[config.mk]
export PLATFORM = sky130hd
export DESIGN_NAME = mem_wb_reg
export DESIGN_NICKNAME = d
export VERILOG_FILES = /design/src/hdl/cpu_types_pkg.sv /design/src/hdl/data_path_muxs_pkg.sv /design/src/hdl/mem_wb_reg.sv
export SDC_FILE = /design/constraint.sdc
export NUM_CORES = 1
export LEC_CHECK = 0
export ABC_AREA = 1
export BUFFER_PORTS_ARGS = -buffer_cell sky130_fd_sc_hd__buf_4
export CAP_MARGIN = 20
export CORE_MARGIN = 2
export CORE_UTILIZATION = 40
export CTS_BUF_LIST = sky130_fd_sc_hd__clkbuf_4
export CTS_CLUSTER_DIAMETER = 100
export CTS_CLUSTER_SIZE = 8
export DETAILED_ROUTE_END_ITERATION = 12
export PLACE_DENSITY = 0.81
export SLEW_MARGIN = 20
export SYNTH_ARGS = -nofsm -noshare
export SYNTH_HDL_FRONTEND = slang
export SYNTH_SLANG_ARGS = --single-unit
export TNS_END_PERCENT = 100
[constraint.sdc]
create_clock -name CLK -period 0.8 [get_ports CLK]
set_input_delay 0.08 -clock CLK [delete_from_list [all_inputs] [get_ports CLK]]
set_output_delay 0.08 -clock CLK [all_outputs]
set_load 0.005 [all_outputs]
[src/hdl/cpu_types_pkg.sv]
package cpu_types_pkg;

	////////////////////////////////////////////////////////////////////////////
	// Width constants.
	////////////////////////////////////////////////////////////////////////////

	// Data path width.
	parameter int WORD_W = 32;
	// Register number width.
	parameter int REG_W = 5;
	// ALU opcode width.
	parameter int OPCODE_W = 4;
	// Shift amount width, low bits of portb.
	parameter int SHAMT_W = 5;

	////////////////////////////////////////////////////////////////////////////
	// Types.
	////////////////////////////////////////////////////////////////////////////

	typedef logic [WORD_W-1:0] word_t;
	typedef logic [REG_W-1:0] regbits_t;

	// ALU opcodes.
	typedef enum logic [OPCODE_W-1:0] {
		ALU_ADD  = 4'h0,
		ALU_SUB  = 4'h1,
		ALU_AND  = 4'h2,
		ALU_OR   = 4'h3,
		ALU_XOR  = 4'h4,
		ALU_NOR  = 4'h5,
		ALU_SLT  = 4'h6,
		ALU_SLTU = 4'h7,
		ALU_SLL  = 4'h8,
		ALU_SRL  = 4'h9
	} aluop_t;

endpackage

[src/hdl/data_path_muxs_pkg.sv]
package data_path_muxs_pkg;

	////////////////////////////////////////////////////////////////////////////
	// Data path mux selects.
	////////////////////////////////////////////////////////////////////////////

	// Destination register number for write back.
	typedef enum logic {
		SEL_RD = 1'b0,
		SEL_RT = 1'b1
	} reg_dest_mux_selection;

	// Source of the write back value.
	typedef enum logic {
		SEL_RESULT = 1'b0,
		SEL_LOAD   = 1'b1
	} wb_src_mux_selection;

endpackage

[src/hdl/mem_wb_reg.sv]
`timescale 1ns/1ps

module mem_wb_reg
	import cpu_types_pkg::*;
	import data_path_muxs_pkg::*;
(
	input  logic                  CLK,
	input  logic                  nRST,
	input  logic                  WEN_EX_MEM,
	input  logic                  halt_EX_MEM,
	input  logic                  dmemREN_EX_MEM,
	input  reg_dest_mux_selection reg_dest_EX_MEM,
	input  regbits_t              Rt_EX_MEM,
	input  regbits_t              Rd_EX_MEM,
	input  word_t                 result_EX_MEM,
	input  word_t                 dmemload,
	output logic                  WEN_MEM_WB,
	output logic                  halt_MEM_WB,
	output regbits_t              wsel,
	output word_t                 wdat
);

	// Write back source select.
	wb_src_mux_selection wb_src;
	// Selected register number and data.
	regbits_t wsel_nxt;
	word_t wdat_nxt;

	////////////////////////////////////////////////////////////////////////////
	// Write back muxes.
	////////////////////////////////////////////////////////////////////////////

	// Loads write memory data.
	assign wb_src = dmemREN_EX_MEM ? SEL_LOAD : SEL_RESULT;

	always_comb begin
		// Rd for R-type, Rt for immediates and loads.
		case (reg_dest_EX_MEM)
			SEL_RT:  wsel_nxt = Rt_EX_MEM;
			default: wsel_nxt = Rd_EX_MEM;
		endcase
		case (wb_src)
			SEL_LOAD: wdat_nxt = dmemload;
			default:  wdat_nxt = result_EX_MEM;
		endcase
	end

	////////////////////////////////////////////////////////////////////////////
	// Registers.
	////////////////////////////////////////////////////////////////////////////

	always_ff @(posedge CLK, negedge nRST) begin
		if (!nRST) begin
			WEN_MEM_WB  <= 1'b0;
			halt_MEM_WB <= 1'b0;
			wsel        <= '0;
			wdat        <= '0;
		end else begin
			WEN_MEM_WB  <= WEN_EX_MEM;
			halt_MEM_WB <= halt_EX_MEM;
			wsel        <= wsel_nxt;
			wdat        <= wdat_nxt;
		end
	end

	// Register zero is never a write target.
	a_no_r0_write: assert property (@(posedge CLK) disable iff (!nRST)
		WEN_MEM_WB |-> (wsel != '0));

endmodule

==> Word level (Yosys, flattened, before mapping) <==
Index checks and enable logic that the tools add are counted.
W data, S select, Z words.
{ "totals": {"reg_bits": 39, "wordCells": 7, "in_bits": 80, "output_inout_bits": 39} }
{ "op_classes": {"mux": 3} }
{ "ops": {"columns": ["operator", "n"], "rows": [
  ["$mux W32", 1],
  ["$mux W5", 1],
  ["$mux W1", 1]
]} }

==> Logic depth before layout (Yosys ltp) <==
{ "logic_depth": {"word_depth": 2, "ltp_mapped": 5, "depth_no_buf": 3} }

==> Least setup slack after synthesis <==
OpenSTA, ideal clock, no wires.
{ "synth_path": {"kind": "input-to-reg", "startpoint": "input port dmemREN_EX_MEM", "endpoint": "register wdat[10]", "setup_ps": 116, "cell_stages": 5, "n_path_buf": 2, "arrival_time_ps": 444, "required_time_ps": 684, "setup_slack_ps": 240, "cell_sequence": "buf_6 -> inv_8 -> buf_12 -> nand2_2 -> nand2_1"} }
{ "synth_via": {"elab_chain_cells": 2} }
{ "synth_lines": {"columns": ["element", "line_no", "rtl"], "rows": [
  ["start, declared", "mem_wb_reg.sv:11", "input logic dmemREN_EX_MEM,"],
  ["$mux W1", "mem_wb_reg.sv:34", "assign wb_src = dmemREN_EX_MEM ? SEL_LOAD : SEL_RESULT;"],
  ["$mux W32", "mem_wb_reg.sv:42", "case (wb_src)"],
  ["via wdat_nxt[10]", "mem_wb_reg.sv:27", "word_t wdat_nxt;"],
  ["end signal, assigned", "mem_wb_reg.sv:62", "wdat <= wdat_nxt;"],
  ["end, declared", "mem_wb_reg.sv:20", "output word_t wdat"]
]} }
The timed path passes the listed nets, and every way through them passes these cells.

==> Worst setup path in the final report <==
{ "layout_path": {"startpoint": "register wdat[1]", "endpoint": "output port wdat[1]"} }
No word-level cell between the ends.

==> impl_metrics.csv <==
group,metric,value,unit
sta,relSlewSlack,68.4,%
finish,drive_above_1_share,38.5,%
synth,synthTopCellsByCount,"nand2_1 (101), dfrtp_1 (39), nand2_2 (10)",
sta,final_hold_viol_count,0,
worst_hold_path,hold_end,"wdat[23]",
synth,yosys-top-cells-area,"dfrtp_1 (64%), nand2_1 (25%), nand2_2 (4.1%)",
worst_setup_path,worstPathMaxFanout,1,
clock_tree,cts_sinks,39,
floorplan,fp-row-count,22,
pwr,power_leakage,1.79,nW
clock_tree,cts_tree,"built",
worst_setup_path,path_depth,1,
worst_setup_path,cp_top_family,"flip-flops",
clock_tree,post_cts_buffers,0,
clock_tree,h-tree-depth,2,
worst_setup_path,crit_chain,"buf_6",
sta,drv_slew,0,
sta,fin_ws,-165,ps
synth,syn_area_per_cell,9.61,sq um
worst_setup_path,path_buf_inv,1,
routing,drt-initial-drc-count,122,
worst_setup_path,crit_slowest_cell,"dfrtp_1",
clock_tree,cts-buffers-inserted,5,
global_route,grt_max_degree,40,
synth,synth.largest_area_cell,"dfrtp_1",
worst_setup_path,cp.arrival,890,ps
global_route,grt_usage,33.4,%
routing,via_per_inst,4.60,
floorplan,initial_core_util,41.7,%
synth,async_flop_share,100,%
clock_tree,clk_pin_slew,110,ps
finish,final_nets,436,
global_route,grt_pass1_wl,10300,microns
worst_hold_path,hold_path_class,"input pin to register",
place,dpl_cell_area,2400,sq um
clock_tree,cts_root_buf,"clkbuf_4",
pwr,ir_drop,0.950,mV
synth,synth_cell_types,8,
worst_setup_path,start_kind,"register",
place,dp_slack,110,ps
routing,drt-total-wl,6640,microns
routing,routedWlPerCell,16.4,microns
floorplan,dieArea,4330,sq um
sta,grt_setup_unrepaired,"yes",
global_route,grt_overflow_total,0,
global_route,grt_pass1_vias,2104,
status,violations,"negative setup slack",
synth,synth_edf_count,0,
run,maxCapViolations,0,
routing,drc,0,
synth,synth_ff_type,"dfrtp_1",
synth,ys.warnings.count,0,
floorplan,core_area,3660,sq um
sta,finalCritPeriodShare,121,%
floorplan,ioPinCount,119,
pwr,powerDensity,1300,nW/um^2
routing,ant_nets,0,
sta,tightest_slew,474,ps
worst_setup_path,crit_required,720,ps
finish,syn_to_final_growth,121,%
synth,synth_top_area_share,63.9,%
synth,syn-cell-area,1530,sq um
synth,yosysSeqAreaShare,63.9,%
floorplan,die_h,65.8,microns
routing,drt-pass1-iter-count,4,
routing,num_vias,1857,
status,status,"finished with violations",
floorplan,die_width,65.8,microns
worst_setup_path,end_kind,"output port",
sta,layout_min_cycle_time,965,ps
worst_setup_path,crit_type,"register to output port",
sta,fmax,1040,MHz
worst_hold_path,min_path_cells,3,
synth,netlist_instances,159,
finish,antenna_cells,0,
synth,syn-num-nets,239,
place,portBuffers,118,
synth,yosysMostFrequentCell,"nand2_1",
worst_hold_path,hold_start,"dmemREN_EX_MEM",
worst_setup_path,max_stage_delay,420,ps
clock_tree,clockBufferDepth,2,
sta,finalSetupViolations,39,
finish,final_cell_area,3370,sq um
global_route,antenna_found_initial,0,
pwr,power.total,4.40,mW
place,routabilityCongestion,0.779,
synth,ys_seq_elements,39,
finish,fin_util,92.1,%
place,hpwlAfterDp,2780,microns
sequential cells by signal (all words and copies together) (netlist names):
signal	cells
wsel	5
halt_MEM_WB	1
wdat	32
WEN_MEM_WB	1
cells by family (layout without fill, tap and decap cells):
family,count (synthesis),in the layout,share of synthesized area [%]
simple gates,111,111,28.9
flops,39,39,63.9
buf+inv,9,206,7.21
stage by stage:
step           setup TNS (ps)  cells  hold WS [ps]
2_1_floorplan               0    159          -216
3_3_place_gp                0    319          68.5
3_5_place_dp                0    319          71.6
4_1_cts                 -5170    404          54.7
5_1_grt                 -6330    404          60.3
6_report                -5030    404          68.8
final cells by class:
class / count / area, sq um
Timing Repair Buffer: 197 / 1830
Sequential cell: 39 / 976
Multi-Input combinational cell: 111 / 442
Fill cell: 135 / 289
Tap cell: 48 / 60.1
Clock buffer: 5 / 37.5
Inverter: 2 / 15.0
Clock inverter: 2 / 8.76
what timing repair did:
action,in CTS,in global routing
setup endpoints to repair,39,44
hold buffers,78,0
resized for setup,39,1
hold endpoints to repair,78,0
cell usage in the layout, fill, tap and decap left out:
| cell | synthesis | routed |
|---|---|---|
| buf_4 | 0 | 79 |
| buf_6 | 3 | 39 |
| inv_2 | 0 | 1 |
| dlygate4sd3_1 | 0 | 78 |
| nand2_1 | 101 | 101 |
| inv_8 | 1 | 1 |
| clkinv_1 | 0 | 1 |
| dfrtp_1 | 39 | 39 |
| clkinv_2 | 0 | 1 |
| clkbuf_4 | 0 | 5 |
| nand2_2 | 10 | 10 |
| buf_12 | 1 | 1 |
how the worst max path moves through the flow:
stage	endpoint	slack, ps	from
3_5_place_dp	wdat[20]	110	dmemREN_EX_MEM
6_report	wdat[1]	-170	wdat[1]
3_3_place_gp	wdat[28]	140	dmemREN_EX_MEM
4_1_cts	wdat[21]	-150	wdat[21]
5_1_grt	wdat[12]	-190	wdat[12]
2_1_floorplan	wdat[10]	240	dmemREN_EX_MEM
routing by layer:
| metal | global-route usage [%] | part of all wire (%) |
|---|---|---|
| met5 | 0 | 0 |
| met4 | 13.0 | 2.4 |
| met3 | 8.86 | 7.9 |
| met2 | 65.0 | 55 |
| met1 | 32.9 | 35 |
where the power goes:
group	leakage, nW	switching [mW]	internal [mW]
Clock	0.0285	0.602	0.311
Combinational	1.29	0.457	0.834
Sequential	0.466	0.0783	2.12
Total	1.79	1.14	3.26
No activity file was read; power rests on OpenSTA's default activity.
