--- config.mk ---
export PLATFORM = sky130hd
export DESIGN_NAME = ex_mem_reg
export DESIGN_NICKNAME = d
export VERILOG_FILES = /design/src/hdl/cpu_types_pkg.sv /design/src/hdl/data_path_muxs_pkg.sv /design/src/hdl/ex_mem_reg.sv
export SDC_FILE = /design/constraint.sdc
export NUM_CORES = 1
export LEC_CHECK = 0
export BUFFER_PORTS_ARGS = -buffer_cell sky130_fd_sc_hd__buf_2
export CAP_MARGIN = 10
export CORE_UTILIZATION = 29
export DETAILED_ROUTE_END_ITERATION = 8
export PLACE_DENSITY = 0.62
export SETUP_SLACK_MARGIN = 0.02
export SLEW_MARGIN = 5
export SYNTH_ARGS = -nofsm -noshare
export SYNTH_HDL_FRONTEND = slang
export SYNTH_SLANG_ARGS = --single-unit
--- constraint.sdc ---
create_clock -name CLK -period 1.35 [get_ports CLK]
set_input_delay 0.0675 -clock CLK [delete_from_list [all_inputs] [get_ports CLK]]
set_output_delay 0.0675 -clock CLK [all_outputs]
set_load 0.01 [all_outputs]
--- src/hdl/cpu_types_pkg.sv ---
package cpu_types_pkg;

	////////////////////////////////////////////////////////////////////////////
	// Width constants.
	////////////////////////////////////////////////////////////////////////////

	// Data path width.
	parameter int WORD_W = 32;
	// Register number width.
	parameter int REG_W = 5;
	// ALU opcode width.
	parameter int OPCODE_W = 4;
	// Shift amount width, low bits of portb.
	parameter int SHAMT_W = 5;

	////////////////////////////////////////////////////////////////////////////
	// Types.
	////////////////////////////////////////////////////////////////////////////

	typedef logic [WORD_W-1:0] word_t;
	typedef logic [REG_W-1:0] regbits_t;

	// ALU opcodes.
	typedef enum logic [OPCODE_W-1:0] {
		ALU_ADD  = 4'h0,
		ALU_SUB  = 4'h1,
		ALU_AND  = 4'h2,
		ALU_OR   = 4'h3,
		ALU_XOR  = 4'h4,
		ALU_NOR  = 4'h5,
		ALU_SLT  = 4'h6,
		ALU_SLTU = 4'h7,
		ALU_SLL  = 4'h8,
		ALU_SRL  = 4'h9
	} aluop_t;

endpackage

--- src/hdl/data_path_muxs_pkg.sv ---
package data_path_muxs_pkg;

	////////////////////////////////////////////////////////////////////////////
	// Data path mux selects.
	////////////////////////////////////////////////////////////////////////////

	// Destination register number for write back.
	typedef enum logic {
		SEL_RD = 1'b0,
		SEL_RT = 1'b1
	} reg_dest_mux_selection;

	// Source of the write back value.
	typedef enum logic {
		SEL_RESULT = 1'b0,
		SEL_LOAD   = 1'b1
	} wb_src_mux_selection;

endpackage

--- src/hdl/ex_mem_reg.sv ---
`timescale 1ns/1ps

module ex_mem_reg
	import cpu_types_pkg::*;
	import data_path_muxs_pkg::*;
(
	input  logic                  CLK,
	input  logic                  nRST,
	input  logic                  iREN_ID_EX,
	input  logic                  dREN_ID_EX,
	input  logic                  dWEN_ID_EX,
	input  logic                  halt_ID_EX,
	input  logic                  WEN_ID_EX,
	input  reg_dest_mux_selection reg_dest_ID_EX,
	input  regbits_t              Rt_ID_EX,
	input  regbits_t              Rd_ID_EX,
	input  word_t                 result,
	input  word_t                 rdat2,
	output logic                  imemREN_EX_MEM,
	output logic                  dmemREN_EX_MEM,
	output logic                  dmemWEN_EX_MEM,
	output logic                  WEN_EX_MEM,
	output logic                  halt_EX_MEM,
	output reg_dest_mux_selection reg_dest_EX_MEM,
	output regbits_t              Rt_EX_MEM,
	output regbits_t              Rd_EX_MEM,
	output word_t                 dmemaddr_EX_MEM,
	output word_t                 dmemstore_EX_MEM,
	output word_t                 result_EX_MEM
);

	// Latched control bits.
	logic iren_reg, iren_nxt;
	logic dren_reg, dren_nxt;
	logic dwen_reg, dwen_nxt;
	logic halt_reg, halt_nxt;
	logic wen_reg, wen_nxt;
	reg_dest_mux_selection reg_dest_reg, reg_dest_nxt;
	// Latched register numbers.
	regbits_t rt_reg, rt_nxt;
	regbits_t rd_reg, rd_nxt;
	// Latched data words.
	word_t result_reg, result_nxt;
	word_t rdat2_reg, rdat2_nxt;

	////////////////////////////////////////////////////////////////////////////
	// Outputs.
	////////////////////////////////////////////////////////////////////////////

	assign imemREN_EX_MEM   = iren_reg;
	assign dmemREN_EX_MEM   = dren_reg;
	assign dmemWEN_EX_MEM   = dwen_reg;
	assign WEN_EX_MEM       = wen_reg;
	assign halt_EX_MEM      = halt_reg;
	assign reg_dest_EX_MEM  = reg_dest_reg;
	assign Rt_EX_MEM        = rt_reg;
	assign Rd_EX_MEM        = rd_reg;
	// Address and result share one latched word.
	assign dmemaddr_EX_MEM  = result_reg;
	assign result_EX_MEM    = result_reg;
	assign dmemstore_EX_MEM = rdat2_reg;

	////////////////////////////////////////////////////////////////////////////
	// Next state and registers.
	////////////////////////////////////////////////////////////////////////////

	always_comb begin
		// Advance every cycle, no stall.
		iren_nxt     = iREN_ID_EX;
		dren_nxt     = dREN_ID_EX;
		dwen_nxt     = dWEN_ID_EX;
		halt_nxt     = halt_ID_EX;
		wen_nxt      = WEN_ID_EX;
		reg_dest_nxt = reg_dest_ID_EX;
		rt_nxt       = Rt_ID_EX;
		rd_nxt       = Rd_ID_EX;
		result_nxt   = result;
		rdat2_nxt    = rdat2;
	end

	always_ff @(posedge CLK, negedge nRST) begin
		if (!nRST) begin
			// Fetch stays enabled in reset.
			iren_reg     <= 1'b1;
			dren_reg     <= 1'b0;
			dwen_reg     <= 1'b0;
			halt_reg     <= 1'b0;
			wen_reg      <= 1'b0;
			reg_dest_reg <= SEL_RD;
			rt_reg       <= '0;
			rd_reg       <= '0;
			result_reg   <= '0;
			rdat2_reg    <= '0;
		end else begin
			iren_reg     <= iren_nxt;
			dren_reg     <= dren_nxt;
			dwen_reg     <= dwen_nxt;
			halt_reg     <= halt_nxt;
			wen_reg      <= wen_nxt;
			reg_dest_reg <= reg_dest_nxt;
			rt_reg       <= rt_nxt;
			rd_reg       <= rd_nxt;
			result_reg   <= result_nxt;
			rdat2_reg    <= rdat2_nxt;
		end
	end

	// Memory stage never sees load and store together.
	a_no_rd_wr: assert property (@(posedge CLK) disable iff (!nRST)
		!(dren_reg && dwen_reg));

endmodule

[Word-level counts from Yosys, hierarchy flattened]
Index checks and enable logic that the tools add are counted.
Storage, ports and cells
  register bits: 80
  input port bits: 82
  output and inout bits: 112
  word-level logic and storage cells: 10

[Depth between registers and ports, before layout]
Gate-level depths: netlist of run 1.
  depth in word-level cells: 0
  mapped depth: 1

[Least setup slack after synthesis of run 1]
No wires, ideal clock.
  path kind: register to output
  start: register result_reg[0] (netlist: dmemaddr_EX_MEM[0])
  end: output port result_EX_MEM[0]
  arrival time: 0.539 ns
  data required time: 1.283 ns
  slack: 0.743 ns
  stages on the path, launching flop included: 2
  buffers on the path: 1
  cells stage by stage: dfrtp_1 > buf_4
RTL lines
  start: declaration: RTL line ex_mem_reg.sv:43  | word_t result_reg, result_nxt;
  start signal: assignment: RTL line ex_mem_reg.sv:103  | result_reg <= result_nxt;
  end: declaration: RTL line ex_mem_reg.sv:29  | output word_t result_EX_MEM
No word-level cell between the ends.

[Worst setup path after layout of run 1]
  start: register iren_reg (netlist: imemREN_EX_MEM)
  end: output port imemREN_EX_MEM
RTL lines
  start: declaration: RTL line ex_mem_reg.sv:33  | logic iren_reg, iren_nxt;
  start signal: assignment: RTL line ex_mem_reg.sv:95  | iren_reg <= iren_nxt;
  end: declaration: RTL line ex_mem_reg.sv:19  | output logic imemREN_EX_MEM,
No word-level cell between the ends.

==> flow_summary.json, run 1 <==
{
  "status": "complete, no violations",
  "synth_area_mm2": 0.00224,
  "crit_fanout": 1,
  "layout_common_cells": "buf_2, dlygate4sd3_1, dfrtp_1",
  "ys_ff_latch": 80,
  "crit_path_end_kind": "output port",
  "pwr_density_cell_mw_per_mm2": 1220,
  "power_mw": 5.08,
  "via_count": 1801,
  "vdd_drop_max_uv": 681,
  "dr.pass1.iters": 2,
  "synth_fp_nets": 194,
  "num-multi-input-gates": 0,
  "grt_pass1_wl_um": 10000,
  "path_cells": "buf_2",
  "cts_tree": "yes",
  "start_util_pct": 30.4,
  "synth.avg_cell_area_um2": 20.0,
  "dp.cells": 374,
  "setup_viol": 0,
  "fin_ws_ns": 0.309,
  "slowest_delay_ns": 0.52,
  "fin_nets": 449,
  "clock-sinks": 80,
  "drc": 0,
  "fmax_mhz": 961,
  "tns_ns": 0,
  "cp_top_family": "flip-flops",
  "core_area_mm2": 0.00737,
  "ys_types": 3,
  "seq_area_mm2": 0.00200,
  "worstMarginPinSlew_ns": 0.282,
  "num_rows": 31,
  "critPathLaunchType": "register",
  "htree_levels": 3,
  "root_buffer": "clkbuf_8",
  "rsz0062_at_grt": "no",
  "port_buffers": 193,
  "drtIter0Drc": 28,
  "max-slew-margin-rel_pct": 81.2,
  "die_y_um": 90.0,
  "path_buf_inv": 1,
  "postSynthCellCount": 112,
  "die_area_mm2": 0.00809,
  "slew_violations": 0,
  "yosys_warnings": 0,
  "layout_min_cycle_time_ns": 1.04,
  "cts_made_buffers": 9,
  "post_cts_buffers": 0,
  "critPathSlowestCell": "dfstp_2",
  "report.final.hold_viol_count": 0,
  "n_fill_cell": 592,
  "fin_cells": 471,
  "area_growth_pct": 85.2,
  "antenna_cells": 0,
  "overflow": 0,
  "antenna_found_initial": 0,
  "wirelength_um": 6460,
  "viasPerCell": 3.82,
  "drive_above_1_share_pct": 56.7,
  "critPathRequiredTime_ns": 1.28,
  "synth_seq_area_share_pct": 89.3,
  "wire_per_inst_um": 13.7,
  "cp_data_arrival_time_ns": 0.97,
  "cp-startpoint": "imemREN_EX_MEM",
  "die_w_um": 90.0,
  "ios": 194,
  "hold_class": "input pin to asynchronous set/reset pin",
  "multi_input_area_um2": 0,
  "period_share_pct": 77.1,
  "leakagePower_nw": 2.15,
  "grt_pass1_vias": 1981,
  "antenna_left": 0,
  "clkTransAtPathRegs_ns": 0.08,
  "grt_max_degree": 40,
  "gp_congestion": 0.781,
  "grt_use_total_pct": 16.7,
  "drv_cap": 0,
  "final_common_cell": "buf_2",
  "place_ws_ns": 0.677,
  "path_class": "register to output port",
  "clockBufferDepth": 2
}
==> flip-flops by register name, indices dropped and copies added (netlist names) <==
register / count
Rd_EX_MEM: 5
Rt_EX_MEM: 5
WEN_EX_MEM: 1
dmemREN_EX_MEM: 1
dmemWEN_EX_MEM: 1
dmemaddr_EX_MEM: 32
dmemstore_EX_MEM: 32
halt_EX_MEM: 1
imemREN_EX_MEM: 1
reg_dest_EX_MEM: 1
==> metal layers <==
| metal | global-route usage, % | wire (um) |
|---|---|---|
| met3 | 6.77 | 497 |
| met5 | 0 | 0 |
| met4 | 5.65 | 70 |
| met2 | 32.1 | 3720 |
| met1 | 15.8 | 2180 |
==> cells in the mapped netlist <==
| master | number | area [um^2] |
|---|---|---|
| dfrtp_1 | 79 | 1980 |
| buf_4 | 32 | 240 |
| dfstp_2 | 1 | 26.3 |
==> power breakdown <==
part	internal (mW)	switching, mW	total, mW
combinational	0.356	0.274	0.631
sequential	2.52	0.0415	2.56
clock	1.05	0.843	1.89
==> through the flow <==
step                hold WS, ns  cell area [um^2]  utilization [%]
global placement        -0.0293              3120             42.4
CTS                       0.137              4150             56.4
detailed placement      -0.0259              3120             42.4
finish                    0.170              4150             56.4
global route              0.161              4150             56.4
floorplan                -0.228              2240                -
==> worst paths after layout <==
check                                  endpoint  slack (ns)  cells after the start
setup / recovery                 imemREN_EX_MEM        0.31                      1
hold / removal               dmemaddr_EX_MEM[6]        0.17                      2
max in group asynchronous  dmemstore_EX_MEM[13]        0.61                      3
min in group CLK            dmemaddr_EX_MEM[22]        0.36                      2
==> logic make-up after synthesis <==
family	after synthesis	share of synthesized area, %
flops	80	89.3
buf+inv	32	10.7
==> area by class of cell <==
type | count | area share (%)
repair buffers | 276 | 43.5
clock inverters | 6 | 2.23
well taps | 99 | 2.98
clock buffers | 10 | 3.07
flip-flops and latches | 80 | 48.2
==> what timing repair did <==
action / CTS / global route
endpoints found under the hold margin: 160 / 0
resized for setup: 0 / 0
hold buffers: 81 / 0
Note: power is estimated with default switching activity, not from simulation.
==> run 2, diff against run 1 <==
--- a/config.mk
+++ b/config.mk
@@ -5,11 +5,12 @@
 export SDC_FILE = /design/constraint.sdc
 export NUM_CORES = 1
 export LEC_CHECK = 0
+export ABC_AREA = 1
 export BUFFER_PORTS_ARGS = -buffer_cell sky130_fd_sc_hd__buf_2
 export CAP_MARGIN = 10
 export CORE_UTILIZATION = 29
 export DETAILED_ROUTE_END_ITERATION = 8
-export PLACE_DENSITY = 0.62
+export PLACE_DENSITY = 0.64
 export SETUP_SLACK_MARGIN = 0.02
 export SLEW_MARGIN = 5
 export SYNTH_ARGS = -nofsm -noshare
==> constraint.sdc (replaced) <==
create_clock -name CLK -period 0.85 [get_ports CLK]
set_input_delay 0.0425 -clock CLK [delete_from_list [all_inputs] [get_ports CLK]]
set_output_delay 0.0425 -clock CLK [all_outputs]
set_load 0.01 [all_outputs]
==> flow_summary.json, run 2 (same netlist as run 1, synthesis figures left out) <==
{
  "status": "complete, but fails checks",
  "violations": "setup timing",
  "viasPerCell": 3.81,
  "final_common_cell": "buf_2",
  "grtUsageMet2_pct": 28.2,
  "final_core_util_pct": 57.1,
  "crit_fanout": 1,
  "leakagePower_nw": 2.16,
  "power.internal_mw": 6.24,
  "layout_common_cells": "buf_2, dlygate4sd3_1, dfrtp_1",
  "vdd_drop_max_uv": 932,
  "combPwrFrac_pct": 12.7,
  "antenna_left": 0,
  "fin_ws_ns": -0.156,
  "sequentialPowerShare_pct": 50.8,
  "path_class": "register to output port",
  "critPathRequiredTime_ns": 0.81,
  "place_ws_ns": 0.198,
  "cp_top_family": "flip-flops",
  "period_share_pct": 118,
  "slew_violations": 0,
  "cts_made_buffers": 9,
  "grt_use_total_pct": 15.4,
  "antenna_found_initial": 2,
  "drtIter0Drc": 8,
  "die_y_um": 90.0,
  "cp_data_arrival_time_ns": 0.96,
  "grt_max_degree": 80,
  "overflow": 0,
  "root_buffer": "clkbuf_8",
  "max-slew-margin-rel_pct": 73.5,
  "path_buf_inv": 1,
  "clock-sinks": 80,
  "clockBufferDepth": 2,
  "p_clk_share_pct": 36.5,
  "grt_busiest_layer": "met2",
  "critPathLaunchType": "register",
  "wirelength_um": 6010,
  "setup_viol": 112,
  "dr.pass1.iters": 4,
  "die_area_mm2": 0.00809,
  "cts_tree": "yes",
  "via_count": 1796,
  "layout_min_cycle_time_ns": 1.01,
  "start_util_pct": 30.4,
  "core_area_mm2": 0.00737,
  "drive_above_1_share_pct": 56.3,
  "worstMarginPinSlew_ns": 0.398,
  "drc": 0,
  "dp.cells": 373,
  "drv_cap": 0,
  "gp_congestion": 0.650,
  "ios": 194,
  "die_w_um": 90.0,
  "grtUsageMet1_pct": 15.8,
  "path_cells": "buf_6",
  "port_buffers": 193,
  "multi_input_area_um2": 0,
  "p_switching_mw": 1.76,
  "tns_ns": -4.11,
  "htree_levels": 3,
  "p_sw_share_pct": 22.0,
  "grt_pass1_wl_um": 9480,
  "grt_use_met3_pct": 5.16,
  "crit_path_end_kind": "output port",
  "num_rows": 31,
  "rsz0062_at_grt": "yes",
  "fin_hold_ws_ns": 0.191,
  "slowest_delay_ns": 0.53,
  "area_growth_pct": 87.5,
  "wire_per_inst_um": 12.7,
  "report.final.hold_viol_count": 0,
  "grt_pass1_vias": 1999,
  "pwr_density_cell_mw_per_mm2": 1900,
  "fin_cells": 472,
  "clkTransAtPathRegs_ns": 0.08,
  "fmax_mhz": 994,
  "hold_class": "input pin to asynchronous set/reset pin",
  "num-multi-input-gates": 0,
  "critPathSlowestCell": "dfstp_2",
  "fin_nets": 448,
  "dp_hpwl_um": 3920
}
[run 2: metrics by stage]
step	power (mW)	instance area, um^2
after global routing	8.37	4210
after detailed placement	4.84	3120
final	8.00	4210
after floorplan	4.40	2240
after CTS	8.10	4160
after global placement	4.82	3120
[run 2: worst max-delay path by stage]
stage | startpoint | endpoint | depth (start not counted)
6_report | imemREN_EX_MEM | imemREN_EX_MEM | 1
5_1_grt | imemREN_EX_MEM | imemREN_EX_MEM | 1
4_1_cts | imemREN_EX_MEM | imemREN_EX_MEM | 1
3_5_place_dp | imemREN_EX_MEM | imemREN_EX_MEM | 1
3_3_place_gp | imemREN_EX_MEM | imemREN_EX_MEM | 1
2_1_floorplan | dmemaddr_EX_MEM[0] | result_EX_MEM[0] | 1
[run 2: cell type report]
type / count / area, um^2
diodes: 2 / 5.00
clock buffers: 11 / 131
clock inverters: 5 / 81.3
fillers: 602 / 3160
flip-flops and latches: 80 / 2000
well taps: 99 / 124
repair buffers: 275 / 1860
[run 2: repair_timing]
item | in CTS | in global routing
setup endpoints to repair | 112 | 112
gates resized for setup | 3 | 7
buffers inserted | 0 | 0
endpoints found under the hold margin | 160 | 0
hold buffers | 81 | 0
pin swaps | 0 | 0
[run 2: power groups by stage]
stage	clock network (mW)	logic [mW]	registers (mW)
finish	2.92	1.01	4.07
global route	3.19	1.09	4.09
CTS	3.04	0.998	4.06
detailed placement	0	0.700	4.14
global placement	0	0.691	4.13
floorplan	0	0.152	4.25
[run 2: metal layers]
metal	vias to the layer above	routed length [um]
li1	820	-
met1	843	2190
met2	123	3150
met3	10	557
met4	0	102
met5	-	0
==> run 3, diff against run 2 <==
--- a/config.mk
+++ b/config.mk
@@ -5,10 +5,11 @@
 export SDC_FILE = /design/constraint.sdc
 export NUM_CORES = 1
 export LEC_CHECK = 0
-export ABC_AREA = 1
 export BUFFER_PORTS_ARGS = -buffer_cell sky130_fd_sc_hd__buf_2
 export CAP_MARGIN = 10
+export CORE_MARGIN = 3
 export CORE_UTILIZATION = 29
+export CTS_BUF_LIST = sky130_fd_sc_hd__clkbuf_8
 export DETAILED_ROUTE_END_ITERATION = 8
 export PLACE_DENSITY = 0.64
 export SETUP_SLACK_MARGIN = 0.02
==> flow_summary.json, run 3 (same netlist as run 1, synthesis figures left out) <==
{
  "fin_ws_ns": -0.143,
  "rsz0062_at_grt": "yes",
  "cts_tree": "yes",
  "viasPerCell": 3.85,
  "core_area_mm2": 0.00737,
  "slowest_delay_ns": 0.53,
  "setup_viol": 112,
  "antenna_found_initial": 2,
  "num_rows": 31,
  "die_y_um": 94.0,
  "via_count": 1826,
  "report.final.hold_viol_count": 0,
  "clkTransAtPathRegs_ns": 0.08,
  "grt_max_degree": 41,
  "critPathLaunchType": "register",
  "antenna_left": 0,
  "critPathSlowestCell": "dfstp_2",
  "multi_input_area_um2": 0,
  "n_fill_cell": 586,
  "cp_data_arrival_time_ns": 0.95,
  "grt_pass1_wl_um": 9650,
  "clockBufferDepth": 2,
  "dr.pass1.iters": 4,
  "final_common_cell": "buf_2",
  "num-multi-input-gates": 0,
  "start_util_pct": 30.4,
  "combPwrFrac_pct": 12.4,
  "ios": 194,
  "worstMarginPinSlew_ns": 0.205,
  "dp.cells": 374,
  "cp-startpoint": "imemREN_EX_MEM",
  "status": "complete, but fails checks",
  "layout_common_cells": "buf_2, dlygate4sd3_1, dfrtp_1",
  "slew_violations": 0,
  "wire_per_inst_um": 13.7,
  "fin_cells": 474,
  "crit_path_end_kind": "output port",
  "p_sw_share_pct": 21.1,
  "max-slew-margin-rel_pct": 86.3,
  "gp_congestion": 0.682,
  "power.internal_mw": 6.63,
  "fmax_mhz": 1010,
  "vdd_drop_max_uv": 1210,
  "hold_class": "input pin to asynchronous set/reset pin",
  "fin_hold_ws_ns": 0.0532,
  "path_buf_inv": 1,
  "post_cts_buffers": 0,
  "overflow": 0,
  "sequentialPowerShare_pct": 48.4,
  "violations": "setup timing",
  "period_share_pct": 117,
  "htree_levels": 3,
  "cp_top_family": "flip-flops",
  "grt_pass1_vias": 1966,
  "p_switching_mw": 1.78,
  "drv_cap": 0,
  "die_area_mm2": 0.00883,
  "layout_min_cycle_time_ns": 0.993,
  "area_growth_pct": 91.4,
  "path_cells": "buf_6",
  "leakagePower_nw": 2.21,
  "fin_nets": 449,
  "port_buffers": 193,
  "pwr_density_cell_mw_per_mm2": 1960,
  "tns_ns": -3.79,
  "die_w_um": 94.0,
  "wirelength_um": 6510,
  "drc": 0,
  "root_buffer": "clkbuf_8",
  "p_clk_share_pct": 39.1,
  "grt_use_total_pct": 14.9,
  "critPathRequiredTime_ns": 0.81,
  "drive_above_1_share_pct": 56.7,
  "dp_hpwl_um": 4510,
  "drtIter0Drc": 28,
  "seq_area_mm2": 0.00200,
  "clock-sinks": 80,
  "path_class": "register to output port",
  "cts_made_buffers": 9,
  "crit_fanout": 1
}
## run 3: changes by cell type in the layout (fill, tap and decap cells not counted)
| cell | previous run | this run |
|---|---|---|
| buf_12 | 1 | 2 |
| buf_6 | 10 | 15 |
| clkinvlp_4 | 1 | 0 |
| buf_2 | 182 | 177 |
| inv_1 | 0 | 1 |
| bufinv_16 | 2 | 3 |
| diode_2 | 2 | 3 |
| clkbuf_8 | 9 | 10 |
| clkbuf_1 | 2 | 0 |
## run 3: per-stage QoR
stage                     setup slack, ns  cell area (um^2)  total power [mW]  util [%]
after floorplan                     0.268              2240              4.40         -
after global placement              0.198              3140              4.84      42.5
after detailed placement            0.187              3140              4.86      42.5
after CTS                          -0.175              4230              8.52      57.4
after global routing               -0.196              4290              8.85      58.2
final                              -0.143              4290              8.41      58.3
## run 3: final timing paths
kind | end | slack (ns) | cells past startpoint
min in group CLK | dmemaddr_EX_MEM[21] | 0.34 | 2
max in group asynchronous | imemREN_EX_MEM | 0.35 | 3
max | imemREN_EX_MEM | -0.14 | 1
min | dmemaddr_EX_MEM[8] | 0.05 | 2
## run 3: what timing repair did
item                                    in CTS  in global routing
endpoints found under the setup margin     112                112
pin swaps                                    0                  0
endpoints found under the hold margin      160                  0
gates resized for setup                      6                  9
hold buffers                                81                  0
## run 3: power by group through the flow
stage | logic, mW | registers [mW] | clock network [mW]
3_5_place_dp | 0.724 | 4.14 | 0
6_report | 1.05 | 4.07 | 3.29
3_3_place_gp | 0.715 | 4.13 | 0
2_1_floorplan | 0.152 | 4.25 | 0
4_1_cts | 1.03 | 4.06 | 3.43
5_1_grt | 1.13 | 4.09 | 3.63
## run 3: layer usage
metal	GRT usage [%]	up-vias	part of all wire, %	wire length, um
li1	-	823	-	-
met1	15.1	876	34	2220
met2	27.0	120	55	3550
met3	6.09	7	10	659
met4	5.78	0	1.1	73
met5	0	-	0	0
## run 3: final cells by class
cell class | instances | share of cell area, %
diodes | 3 | 0.175
clock buffers | 10 | 3.21
clock inverters | 6 | 2.51
flip-flops and latches | 80 | 46.7
well taps | 99 | 2.89
repair buffers | 276 | 44.6
